File: src/noc_pkg.sv
// NoC flit definitions for the DMA initiator tile
// Flit width, node id width and the two views of a flit.
// The packetizer builds flits with these types, and the testbench decodes them.
package noc_pkg;

  ////////////////////////////////////////////////////////////////////////////
  // Widths
  ////////////////////////////////////////////////////////////////////////////

  // One flit carries one memory word
  localparam int FLIT_WIDTH = 32;

  // Node id on the mesh
  localparam int NODE_ID_WIDTH = 5;

  // Header fields below the two node ids
  localparam int HDR_RSVD_WIDTH = 6;
  localparam int HDR_SIZE_WIDTH = FLIT_WIDTH - 2 * NODE_ID_WIDTH - HDR_RSVD_WIDTH;

  ////////////////////////////////////////////////////////////////////////////
  // Flit views
  ////////////////////////////////////////////////////////////////////////////

  // Header view, first flit of every packet
  typedef struct packed {
    logic [NODE_ID_WIDTH-1:0]  dest;
    logic [NODE_ID_WIDTH-1:0]  src;
    // Always zero
    logic [HDR_RSVD_WIDTH-1:0] rsvd;
    // Number of data flits after the header
    logic [HDR_SIZE_WIDTH-1:0] size;
  } noc_header_t;

  // Same word seen either as header or as raw data
  typedef union packed {
    noc_header_t           hdr;
    logic [FLIT_WIDTH-1:0] data;
  } noc_flit_u;

endpackage

File: src/dma_pkg.sv
// Request definitions for the read side of the DMA initiator.
// The request controller latches a dma_req_t, and the bus unit and the
// packetizer see its fields through the request interface.
package dma_pkg;

  ////////////////////////////////////////////////////////////////////////////
  // Request fields
  ////////////////////////////////////////////////////////////////////////////

  // Transfer length in words, zero is illegal
  localparam int DMA_SIZE_WIDTH = 16;

  // Latched request
  // The local address width is a module parameter, so the address
  // travels next to this record as its own signal
  typedef struct packed {
    // Target tile on the NoC
    logic [noc_pkg::NODE_ID_WIDTH-1:0] dest;
    // Words to move
    logic [DMA_SIZE_WIDTH-1:0]         size;
  } dma_req_t;

endpackage

File: src/dma_req_if.sv
// Request bundle inside the DMA initiator.
// The controller drives the latched request and a start pulse.
// The packetizer answers with done when the last flit has left.
`timescale 1ns/1ns

interface dma_req_if #(
  parameter int ADDR_WIDTH = 32
);

  // One-cycle pulse when a request is taken
  logic                               start;
  // Fields stay stable from start until done
  logic [noc_pkg::NODE_ID_WIDTH-1:0]  dest;
  logic [ADDR_WIDTH-1:0]              laddr;
  logic [dma_pkg::DMA_SIZE_WIDTH-1:0] size;
  // Last data flit accepted by the NoC
  logic                               done;

  // Request controller
  modport ctrl (output start, dest, laddr, size, input done);

  // Wishbone side only needs where and how much
  modport biu (input start, laddr, size);

  // NoC side builds the header and ends the request
  modport pkt (input start, dest, size, output done);

endinterface

File: src/dma_initiator_top.sv
// Top level of the DMA initiator read side.
// Connects the request controller, the Wishbone bus unit and the NoC
// packetizer. Request, Wishbone and NoC signals are plain ports.
`timescale 1ns/1ns

module dma_initiator_top #(
  parameter int ADDR_WIDTH = 32,
  parameter int NODE_ID    = 3
) (
  input  logic                               clk,
  input  logic                               rst,

  // Request port
  input  logic                               req_valid,
  output logic                               req_ready,
  input  logic [noc_pkg::NODE_ID_WIDTH-1:0]  req_dest,
  input  logic [ADDR_WIDTH-1:0]              req_laddr,
  input  logic [dma_pkg::DMA_SIZE_WIDTH-1:0] req_size,

  // Wishbone classic master
  output logic                               wb_cyc,
  output logic                               wb_stb,
  output logic [ADDR_WIDTH-1:0]              wb_adr,
  input  logic [noc_pkg::FLIT_WIDTH-1:0]     wb_dat_i,
  input  logic                               wb_ack,

  // NoC output
  output logic                               noc_valid,
  output logic [noc_pkg::FLIT_WIDTH-1:0]     noc_flit,
  output logic                               noc_last,
  input  logic                               noc_ready
);

  // Stream between bus unit and packetizer
  logic                           fifo_valid;
  logic [noc_pkg::FLIT_WIDTH-1:0] fifo_data;
  logic                           fifo_ready;

  dma_req_if #(.ADDR_WIDTH(ADDR_WIDTH)) req_bus ();

  dma_req_ctrl #(.ADDR_WIDTH(ADDR_WIDTH)) i_dma_req_ctrl (
    .clk       (clk),
    .rst       (rst),
    .req_valid (req_valid),
    .req_ready (req_ready),
    .req_dest  (req_dest),
    .req_laddr (req_laddr),
    .req_size  (req_size),
    .req       (req_bus.ctrl)
  );

  dma_req_biu #(.ADDR_WIDTH(ADDR_WIDTH)) i_dma_req_biu (
    .clk        (clk),
    .rst        (rst),
    .req        (req_bus.biu),
    .wb_cyc     (wb_cyc),
    .wb_stb     (wb_stb),
    .wb_adr     (wb_adr),
    .wb_dat_i   (wb_dat_i),
    .wb_ack     (wb_ack),
    .fifo_valid (fifo_valid),
    .fifo_data  (fifo_data),
    .fifo_ready (fifo_ready)
  );

  // Flit union leaves as a plain word
  dma_noc_packetizer #(.NODE_ID(NODE_ID)) i_dma_noc_packetizer (
    .clk        (clk),
    .rst        (rst),
    .req        (req_bus.pkt),
    .fifo_valid (fifo_valid),
    .fifo_data  (fifo_data),
    .fifo_ready (fifo_ready),
    .noc_valid  (noc_valid),
    .noc_flit   (noc_flit),
    .noc_last   (noc_last),
    .noc_ready  (noc_ready)
  );

endmodule

File: src/dma_noc_packetizer.sv
// NoC packetizer of the DMA initiator.
// Sends one header flit per request, then forwards the FIFO words as data
// flits, marks the final flit with noc_last and signals done on its transfer.
`timescale 1ns/1ns

module dma_noc_packetizer #(
  parameter int NODE_ID = 3
) (
  input  logic                            clk,
  input  logic                            rst,

  // Latched request
  dma_req_if.pkt                          req,

  // Words from the bus unit
  input  logic                            fifo_valid,
  input  logic [noc_pkg::FLIT_WIDTH-1:0]  fifo_data,
  output logic                            fifo_ready,

  // NoC output
  output logic                            noc_valid,
  output noc_pkg::noc_flit_u              noc_flit,
  output logic                            noc_last,
  input  logic                            noc_ready
);

  localparam logic [1:0] ST_IDLE = 2'd0;
  localparam logic [1:0] ST_HDR  = 2'd1;
  localparam logic [1:0] ST_DATA = 2'd2;

  logic [1:0] state;
  logic       hdr_phase;
  logic       in_data;
  logic       last_flit;
  // Data flits accepted so far
  logic [dma_pkg::DMA_SIZE_WIDTH-1:0] cnt;

  ////////////////////////////////////////////////////////////////////////////
  // Flit selection
  ////////////////////////////////////////////////////////////////////////////

  // Header goes out with start and holds while stalled
  assign hdr_phase = ((state == ST_IDLE) & req.start) | (state == ST_HDR);
  assign in_data   = (state == ST_DATA);
  assign last_flit = (cnt == req.size - 1'b1);

  assign noc_valid  = hdr_phase | (in_data & fifo_valid);
  assign noc_last   = in_data & fifo_valid & last_flit;
  assign fifo_ready = in_data & noc_ready;
  assign req.done   = noc_last & noc_ready;

  always_comb begin
    if (in_data) begin
      noc_flit.data = fifo_data;
    end else begin
      noc_flit.hdr.dest = req.dest;
      noc_flit.hdr.src  = noc_pkg::NODE_ID_WIDTH'(NODE_ID);
      noc_flit.hdr.rsvd = '0;
      noc_flit.hdr.size = req.size;
    end
  end

  ////////////////////////////////////////////////////////////////////////////
  // Sequencing
  ////////////////////////////////////////////////////////////////////////////

  always_ff @(posedge clk) begin
    if (rst) begin
      state <= ST_IDLE;
      cnt   <= '0;
    end else begin
      case (state)
        ST_IDLE: begin
          if (req.start) begin
            state <= noc_ready ? ST_DATA : ST_HDR;
          end
        end
        ST_HDR: begin
          if (noc_ready) begin
            state <= ST_DATA;
          end
        end
        ST_DATA: begin
          if (fifo_valid & noc_ready) begin
            cnt <= cnt + 1'b1;
            if (last_flit) begin
              state <= ST_IDLE;
              cnt   <= '0;
            end
          end
        end
        default: state <= ST_IDLE;
      endcase
    end
  end

endmodule

File: src/dma_req_biu.sv
// Bus interface unit of the DMA initiator.
// Reads the requested words from local memory as a Wishbone classic master
// and stores them in a three-entry FIFO that feeds the packetizer.
// Reading pauses at the FIFO high-water mark and resumes below it.
`timescale 1ns/1ns

module dma_req_biu #(
  parameter int ADDR_WIDTH = 32
) (
  input  logic                            clk,
  input  logic                            rst,

  // Latched request
  dma_req_if.biu                          req,

  // Wishbone classic read master
  output logic                            wb_cyc,
  output logic                            wb_stb,
  output logic [ADDR_WIDTH-1:0]           wb_adr,
  input  logic [noc_pkg::FLIT_WIDTH-1:0]  wb_dat_i,
  input  logic                            wb_ack,

  // Word stream to the packetizer
  output logic                            fifo_valid,
  output logic [noc_pkg::FLIT_WIDTH-1:0]  fifo_data,
  input  logic                            fifo_ready
);

  ////////////////////////////////////////////////////////////////////////////
  // Declarations
  ////////////////////////////////////////////////////////////////////////////

  localparam logic [1:0] ST_IDLE = 2'd0;
  localparam logic [1:0] ST_DATA = 2'd1;
  localparam logic [1:0] ST_WAIT = 2'd2;

  logic [1:0] state;
  logic [1:0] state_nxt;

  // Words acknowledged so far in this request
  logic [dma_pkg::DMA_SIZE_WIDTH-1:0] cnt;
  logic [dma_pkg::DMA_SIZE_WIDTH-1:0] cnt_nxt;
  logic                               last_word;

  // Beat on the bus this cycle
  logic beat;

  // Shift FIFO, entry 0 is the head
  logic [noc_pkg::FLIT_WIDTH-1:0] mem [3];
  // One-hot fill level, bit 0 empty up to bit 3 full
  logic [3:0] pos;
  logic       push;
  logic       pop;
  logic       high_water;

  ////////////////////////////////////////////////////////////////////////////
  // FIFO
  ////////////////////////////////////////////////////////////////////////////

  assign fifo_valid = ~pos[0];
  assign fifo_data  = mem[0];
  assign pop        = fifo_valid & fifo_ready;

  // Two or more entries stored
  assign high_water = pos[2] | pos[3];

  always_ff @(posedge clk) begin
    if (rst) begin
      pos <= 4'b0001;
    end else if (push & ~pop) begin
      pos <= pos << 1;
    end else if (pop & ~push) begin
      pos <= pos >> 1;
    end
  end

  // On pop every entry moves down, a push lands one below its level
  always_ff @(posedge clk) begin
    for (int i = 0; i < 3; i++) begin
      if (pop) begin
        if (push && pos[i+1]) begin
          mem[i] <= wb_dat_i;
        end else begin
          mem[i] <= mem[(i < 2) ? i + 1 : 2];
        end
      end else if (push && pos[i]) begin
        mem[i] <= wb_dat_i;
      end
    end
  end

  ////////////////////////////////////////////////////////////////////////////
  // Wishbone master
  ////////////////////////////////////////////////////////////////////////////

  assign last_word = (cnt == req.size - 1'b1);

  // Base plus four bytes per word
  assign wb_adr = req.laddr + (ADDR_WIDTH'(cnt) << 2);
  assign wb_cyc = beat;
  assign wb_stb = beat;

  always_comb begin
    state_nxt = state;
    cnt_nxt   = cnt;
    beat      = 1'b0;
    push      = 1'b0;

    case (state)
      ST_IDLE: begin
        // FIFO is empty here, so the first beat goes out with start
        beat = req.start;
      end
      ST_DATA: begin
        beat = 1'b1;
      end
      ST_WAIT: begin
        // Restart once below the mark
        if (!high_water) begin
          state_nxt = ST_DATA;
        end
      end
      default: begin
        state_nxt = ST_IDLE;
      end
    endcase

    if (beat) begin
      state_nxt = ST_DATA;
      if (wb_ack) begin
        push    = 1'b1;
        cnt_nxt = cnt + 1'b1;
        if (last_word) begin
          // Transfer complete, counter ready for the next one
          state_nxt = ST_IDLE;
          cnt_nxt   = '0;
        end else if (high_water) begin
          // Drop cyc after this ack until the FIFO drains
          state_nxt = ST_WAIT;
        end
      end
    end
  end

  always_ff @(posedge clk) begin
    if (rst) begin
      state <= ST_IDLE;
      cnt   <= '0;
    end else begin
      state <= state_nxt;
      cnt   <= cnt_nxt;
    end
  end

endmodule

File: src/dma_req_ctrl.sv
// Request controller of the DMA initiator.
// Takes one request at a time from the request port, pulses start and holds
// the latched fields on the request bundle until the packetizer reports done.
`timescale 1ns/1ns

module dma_req_ctrl #(
  parameter int ADDR_WIDTH = 32
) (
  input  logic                               clk,
  input  logic                               rst,

  // Request port
  input  logic                               req_valid,
  output logic                               req_ready,
  input  logic [noc_pkg::NODE_ID_WIDTH-1:0]  req_dest,
  input  logic [ADDR_WIDTH-1:0]              req_laddr,
  input  logic [dma_pkg::DMA_SIZE_WIDTH-1:0] req_size,

  // Latched request towards bus unit and packetizer
  dma_req_if.ctrl                            req
);

  ////////////////////////////////////////////////////////////////////////////
  // State and storage
  ////////////////////////////////////////////////////////////////////////////

  localparam logic ST_IDLE = 1'b0;
  localparam logic ST_BUSY = 1'b1;

  logic              state;
  logic              start_q;
  dma_pkg::dma_req_t req_q;
  logic [ADDR_WIDTH-1:0] laddr_q;
  logic              accept;

  // Only idle can take a new request
  assign req_ready = (state == ST_IDLE);
  assign accept    = req_valid & req_ready;

  // Two-state FSM, start follows acceptance by one cycle
  always_ff @(posedge clk) begin
    if (rst) begin
      state   <= ST_IDLE;
      start_q <= 1'b0;
    end else begin
      start_q <= accept;
      case (state)
        ST_IDLE: begin
          if (accept) begin
            state <= ST_BUSY;
          end
        end
        default: begin
          // Back to idle once the last flit is gone
          if (req.done) begin
            state <= ST_IDLE;
          end
        end
      endcase
    end
  end

  // Request fields, loaded on acceptance only
  always_ff @(posedge clk) begin
    if (accept) begin
      req_q.dest <= req_dest;
      req_q.size <= req_size;
      laddr_q    <= req_laddr;
    end
  end

  ////////////////////////////////////////////////////////////////////////////
  // Bundle outputs
  ////////////////////////////////////////////////////////////////////////////

  assign req.start = start_q;
  assign req.dest  = req_q.dest;
  assign req.size  = req_q.size;
  assign req.laddr = laddr_q;

endmodule

File: config.mk
export PLATFORM = sky130hd
export DESIGN_NAME = dma_initiator_top
export DESIGN_NICKNAME = d
export VERILOG_FILES = /design/src/noc_pkg.sv /design/src/dma_pkg.sv /design/src/dma_req_if.sv /design/src/dma_initiator_top.sv /design/src/dma_noc_packetizer.sv /design/src/dma_req_biu.sv /design/src/dma_req_ctrl.sv
export SDC_FILE = /design/constraint.sdc
export NUM_CORES = 1
export LEC_CHECK = 0
export BUFFER_PORTS_ARGS = -buffer_cell sky130_fd_sc_hd__buf_2
export CAP_MARGIN = 20
export CORE_ASPECT_RATIO = 1.5
export CORE_UTILIZATION = 55
export DETAILED_ROUTE_END_ITERATION = 7
export PLACE_DENSITY = 0.78
export SYNTH_ARGS = -nofsm -noshare
export SYNTH_HDL_FRONTEND = slang
export SYNTH_SLANG_ARGS = --single-unit
File: constraint.sdc
create_clock -name clk -period 7.2 [get_ports clk]
set_clock_uncertainty 0.15 [all_clocks]
set_input_delay 0.72 -clock clk [delete_from_list [all_inputs] [get_ports clk]]
set_output_delay 0.72 -clock clk [all_outputs]
set_load 0.01 [all_outputs]
==> results of run 1 <==
-- cell type report --
type / instances / area (um2) / area share (%)
well taps: 213 / 267 / 2.35
multi-input cells: 598 / 4160 / 36.7
clock buffers: 17 / 425 / 3.75
flip-flops and latches: 191 / 5320 / 46.9
inverters: 24 / 90.1 / 0.795
repair buffers: 167 / 883 / 7.79
clock inverters: 15 / 201 / 1.78
-- metrics by stage --
stage                     hold WS, ns  std cells
after floorplan                 0.321        851
after global placement          0.374       1191
after global routing            0.291       1225
after detailed placement        0.382       1191
final                           0.306       1225
after CTS                       0.287       1223
-- layer usage --
metal / wire [um] / vias up / part of all wire [%] / GRT usage, %
met5: 0 / - / 0 / 0
met4: 679 / 0 / 2.9 / 11.5
met3: 996 / 43 / 4.2 / 4.81
met2: 12600 / 219 / 54 / 47.0
met1: 9230 / 3388 / 39 / 29.5
li1: - / 3391 / - / -
-- power by group --
group | leakage, nW | switching [mW] | total, mW | internal (mW)
clock network | 0.301 | 0.492 | 0.975 | 0.482
logic | 2.29 | 0.127 | 0.221 | 0.0945
registers | 1.72 | 0.0253 | 1.25 | 1.23
-- sequential cells by signal (all words and copies together), names as in the netlist --
| signal | cells |
|---|---|
| i_dma_noc_packetizer.cnt | 16 |
| i_dma_noc_packetizer.state | 2 |
| i_dma_req_biu.cnt | 16 |
| i_dma_req_biu.mem | 96 |
| i_dma_req_biu.pos | 4 |
| i_dma_req_biu.state | 2 |
| i_dma_req_ctrl.req.dest | 5 |
| i_dma_req_ctrl.req.laddr | 32 |
| i_dma_req_ctrl.req.size | 16 |
| i_dma_req_ctrl.req.start | 1 |
| i_dma_req_ctrl.state | 1 |
-- worst max path at each step --
stage	end	cells past startpoint
detailed placement	wb_adr[26]	9
CTS	wb_adr[26]	9
global placement	noc_last	7
global route	wb_adr[26]	9
finish	wb_adr[26]	9
floorplan	i_dma_req_biu.mem[2][0]	4
-- cell usage after synthesis (all sizes together), types with 20 or more instances --
cell / n
edfxtp: 149
nand2: 102
nor2: 77
mux2: 65
xor2: 45
xnor2: 43
dfxtp: 42
a21oi: 30
clkbuf: 27
o21ai: 26
nor3: 24
inv: 23
ha: 20
-- logic make-up (layout without fill, tap and decap cells) --
kind of cell | Yosys count | count (layout) | share of synthesized area (%)
xor gates and xnor gates | 90 | 90 | 8.41
and+or+nand+nor | 309 | 309 | 15.6
AOI/OAI and AO/OA | 110 | 110 | 7.68
adders and majority gates | 21 | 21 | 2.78
buffers and inverters | 62 | 223 | 2.87
muxes | 68 | 68 | 7.85
DFF | 191 | 191 | 54.8
==> impl_results.md, run 1 <==
* Highest-count cells in the layout ignoring fill and taps: buf_2 (158), edfxtp_1 (149), nand2_1 (102)
* Crit start category: flop
* Drc violations at 0
* Final setup vio count at 0
* Final min period at roughly 4.4 ns
* Required @ worst endpoint at 6.33 ns
* First-iteration detailed-routing DRC count at 464
* IR drop worst, VDD at 0.203 mV
* Largest net degree at the start of global routing at between 50 and 60
* Utilization after layout at approximately two thirds
* Clk slew on worst S/H paths at roughly 0.08 ns
* Gr usage total at between 20% and 30%
* ANT cells at 0
* Slew Viols, Final at 0
* DIE HEIGHT at approximately 160 um
* Port Buffers at 158
* CTS buffer count at 17
* Worst hold path depth at 1
* Sequential share of the synthesized area at between 50% and 60%
* GRT Residual Overflow at 0
* Pre-Repair DR Iteration Count at 5
* Async S/R FF share, synth at 0%
* Worst-case clock buffer depth at 2
* RSZ-0062 raised after global routing: false
* Yosys top cell area share at approximately 46%
* Status: finished, final reports clean
* R2R cell count at 7
* Fill count at roughly 1,400
* Synth area leader: edfxtp_1
* CTS Hold Buffers Added at 0
* Pwr per Cell Area at between 200 and 250 nW/um2
* Clock Sinks at roughly 190
* Cell count after synthesis at between 800 and 900
* Layout cells sized above 1 at 27.8%
* Yosys cell types at 72
* Warnings, synthesis at 0
* Reg2Reg Setup Slack at about 3.4 ns
* Setup bufs post-CTS at 0
* Total of max-cap violations at 0
* LEAKAGE at 4.31 nW
* Post-layout instance area at between 10,000 and 15,000 um2
* Final setup TNS at 0 ns
* Synth Net Count at slightly below 1,000
* DP HPWL at around 17 mm
* Setup CP Type: flop to output pin
* Later-pin clock latency in the skew report at about 0.43 ns
* Wirelength per Cell at about 19 um
* Slew @ Worst Pin at about 0.98 ns
* Hold path startpoint: req_laddr[31]
* Final period utilization at 61.4%
* Post-synth EDFFs at around 150
* Total Die Area at between 15,000 and 20,000 um2
* Hold crit path type: primary input to flop
* Yosys reg bits at roughly 190
* Antenna Nets Post-Route at 0
* Mapped cell area at 9710 um2
* Mean Syn Cell Area at roughly 11 um2
* Worst path max stage delay at around 0.85 ns
* Site Rows at 59
* # IOs at around 160
* Synth area leaders: edfxtp_1 (46%), dfxtp_1 (8.7%), mux2_2 (7.5%), xor2_1 (4.1%), nand2_1 (3.9%)
* Capture point of the worst reg-to-reg path: i_dma_noc_packetizer.cnt[8]
* Vias at 7,041
* Routability cong. at roughly 0.92
* R2r startpoint: i_dma_req_ctrl.req.size[3]
* CP cell instances: ha_1, a21o_1, o21bai_1, a41oi_1, a21oi_1, o31ai_1, and4b_1, xor2_1, buf_2
* Slowest stage cell, crit path: o31ai_1
* Total core area at roughly 17,000 um2
* Routed Wire Length at between 20 and 25 mm
* Pre-CTS setup slack at around 3.3 ns
* Endpoints failing hold at 0
* Most common cell after layout, fill and taps aside: buf_2
* Pwr Total at approximately 2.4 mW
* First-pass GRT wire length at around 36 mm
* Starting Density at a little under three fifths
* Placed inst area at between 10,000 and 15,000 um2
* Worst Setup Slack, final at approximately 2.8 ns
* Hold EP: i_dma_req_ctrl.req.laddr[31]
* Top_reg_cell synth: edfxtp_1
* Crit path DAT at 3.55 ns
* Worst Path Max Fanout at 7
* FMAX at around 0.23 GHz
* Area Growth Syn to Fin at 16.8%
* Vias in the first global route at between 6,000 and 7,000
* Htree depth at 4
* Initial antenna violation count at 0
* Die Width at ~110 um
* Final #Nets at about 1,100
* CTS tree: built
* Crit. Startpoint: i_dma_req_biu.cnt[7]
* PostCTS Resize Cnt at 0
* Rel. slew slack at 34.4%
* Crit path buf inv count at 1
* Crit. End Element: output pin
* Vias per inst at around 5.7
* Crit-path leading delay family: compound AO/OA/AOI/OAI gates
* Clk root buf: clkbuf_16
No activity file was read; power rests on OpenSTA's default activity.
==> inputs of run 2 (changes only) <==
Clock period 7.2 ns to 4.5 ns, I/O delays scaled along.
==> run 2 against run 1 <==
Against the previous run:
- sequential share of layout area is essentially flat
- die area unchanged
- via count down 0.34%
- first-iteration DRC count decreased by 18%
- combinational power is 61% higher
- worst setup slack got worse by 2.3 ns
- hold slack got worse by 0.28 ns
- largest power group unchanged
- highest routed layer unchanged
==> impl_results.md, run 2 (synthesis gave the netlist of run 1 again) <==
* Pre-Repair DR Iteration Count at 5 (unchanged)
* IR drop worst, VDD at 0.317 mV (was 0.203 mV)
* Clk root buf: clkbuf_16 (unchanged)
* Slowest stage cell, crit path: or4b_1 (was o31ai_1)
* CTS tree: built (unchanged)
* FMAX at around 0.25 GHz
* CTS buffer count at 17 (unchanged)
* Required @ worst endpoint at 3.90 ns (was 6.33 ns)
* Slew Viols, Final at 0 (unchanged)
* Worst-case clock buffer depth at 2 (unchanged)
* Cells after DPL at 1,195 (was 1,191)
* PostCTS Resize Cnt at 0 (unchanged)
* Placed inst area at 10,700 um2 (about the same)
* LEAKAGE at 4.31 nW (about the same)
* # IOs at 159 (unchanged)
* CTS Hold Buffers Added at 0 (unchanged)
* Layout cells sized above 1 at 27.9% (was 27.8%)
* Post-layout instance area at 11,300 um2 (about the same)
* Wirelength per Cell at 19.3 um (was 19.2 um)
* Routability cong. at 0.934 (was 0.925)
* Later-pin clock latency in the skew report at 0.44 ns (was 0.43 ns)
* CP cell instances: inv_1, ha_1, or4b_1, o21a_1, o31a_1, a211o_1, nand3b_1, nor4_1, buf_2 (was ha_1, a21o_1, o21bai_1, a41oi_1, a21oi_1, o31ai_1, and4b_1, xor2_1, buf_2)
* Die Width at 110 um (unchanged)
* Smallest hold slack at 0.0234 ns (was 0.306 ns)
* Vias in the first global route at 6,906 (was 6,804)
* Max reg flops at 96 (unchanged)
* Status: finished, final reports clean (unchanged)
* Initial antenna violation count at 0 (unchanged)
* Endpoints failing hold at 0 (unchanged)
* First-iteration detailed-routing DRC count at 381 (was 464)
* Total of max-cap violations at 0 (unchanged)
* Worst path max stage delay at 0.56 ns (was 0.85 ns)
* Crit-path leading delay family: simple AND/OR/NAND/NOR gates (was compound AO/OA/AOI/OAI gates)
* Crit path DAT at 3.44 ns (was 3.55 ns)
* Gr usage total at 26.4% (was 25.8%)
* Htree depth at 4 (unchanged)
* GRT Residual Overflow at 0 (unchanged)
* Routed Wire Length at 23.7 mm (was 23.5 mm)
* Final #Nets at 1,112 (was 1,110)
* Crit. End Element: output pin (unchanged)
* Highest-count cells in the layout ignoring fill and taps: buf_2 (158), edfxtp_1 (149), nand2_1 (102) (unchanged)
* Most common cell after layout, fill and taps aside: buf_2 (unchanged)
* DP HPWL at 17.6 mm (was 17.3 mm)
* Largest net degree at the start of global routing at 37 (was 55)
* Total Die Area at 18,200 um2 (unchanged)
* Drc violations at 0 (unchanged)
* Site Rows at 59 (unchanged)
* Antenna Nets Post-Route at 0 (unchanged)
* Setup CP Type: flop to output pin (unchanged)
* First-pass GRT wire length at 36.5 mm (was 36.0 mm)
* Slew @ Worst Pin at 0.838 ns (was 0.976 ns)
* Pwr Total at 3.93 mW (was 2.45 mW)
* RSZ-0062 raised after global routing: false (unchanged)
* Starting Density at 56.2% (unchanged)
* Clk slew on worst S/H paths at 0.08 ns (about the same)
* Crit path buf inv count at 2 (was 1)
* Pwr per Cell Area at 347 nW/um2 (was 216 nW/um2)
* Non-filler cells, final at 1,227 (was 1,225)
* Top reg by flops: i_dma_req_biu.mem (unchanged)
* Worst Path Max Fanout at 6 (was 7)
* Area Growth Syn to Fin at 16.7% (was 16.8%)
* Final setup TNS at 0 ns (unchanged)
* Worst Setup Slack, final at 0.461 ns (was 2.78 ns)
* Final period utilization at 89.8%
* Port Buffers at 158 (unchanged)
* Vias at 7,017 (was 7,041)
* DIE HEIGHT at 165 um (unchanged)
* Total core area at 17,300 um2 (unchanged)
* Final setup vio count at 0 (unchanged)
* Utilization after layout at 65.6% (about the same)
* Hold crit path type: primary input to flop (unchanged)
* ANT cells at 0 (unchanged)
* Crit start category: flop (unchanged)
* Final min period at 4.04 ns
* Vias per inst at 5.72 (was 5.75)
* Clock Sinks at 191 (unchanged)
* Pre-CTS setup slack at 0.793 ns (was 3.26 ns)
* Rel. slew slack at 43.9% (was 34.4%)
* Setup bufs post-CTS at 0 (unchanged)
[run 2: power breakdown]
part           switching (mW)  total (mW)  internal, mW
combinational           0.204       0.355         0.151
sequential             0.0409        2.00          1.96
clock                   0.796        1.57         0.772
total                    1.04        3.93          2.89
[run 2: worst paths after layout]
kind | startpoint | end | slack, ns | cells past startpoint
max | i_dma_req_ctrl.req.size[0] | noc_last | 0.46 | 9
min | req_laddr[1] | i_dma_req_ctrl.req.laddr[1] | 0.02 | 1
max reg2reg | i_dma_req_ctrl.req.size[3] | i_dma_noc_packetizer.cnt[6] | 0.75 | 7
min reg2reg | i_dma_req_biu.mem[1][20] | i_dma_req_biu.mem[0][20] | 0.40 | 1
[run 2: area by class of cell]
cell class | instances | area, um2
fill | 1379 | 5950
tap | 213 | 267
inverter | 24 | 90.1
clock inverter | 15 | 203
clock buffer | 17 | 425
timing repair buffer | 169 | 873
multi-input combinational | 598 | 4160
sequential | 191 | 5320
[run 2: worst reg2reg max path, stage by stage (launching register included)]
cell      delay [ns]
edfxtp_1        0.55
nor4_2          0.71
and4_1          0.44
xnor2_1         0.20
nor2_1          0.07
or3b_2          0.55
o41ai_4         0.78
nor2_1          0.13
[run 2: metal layers]
| metal | wire [um] | global-route usage [%] | vias to the layer above |
|---|---|---|---|
| li1 | - | - | 3396 |
| met1 | 9230 | 29.2 | 3376 |
| met2 | 12400 | 47.5 | 197 |
| met3 | 921 | 4.77 | 48 |
| met4 | 1160 | 15.3 | 0 |
| met5 | 0 | 0 | - |
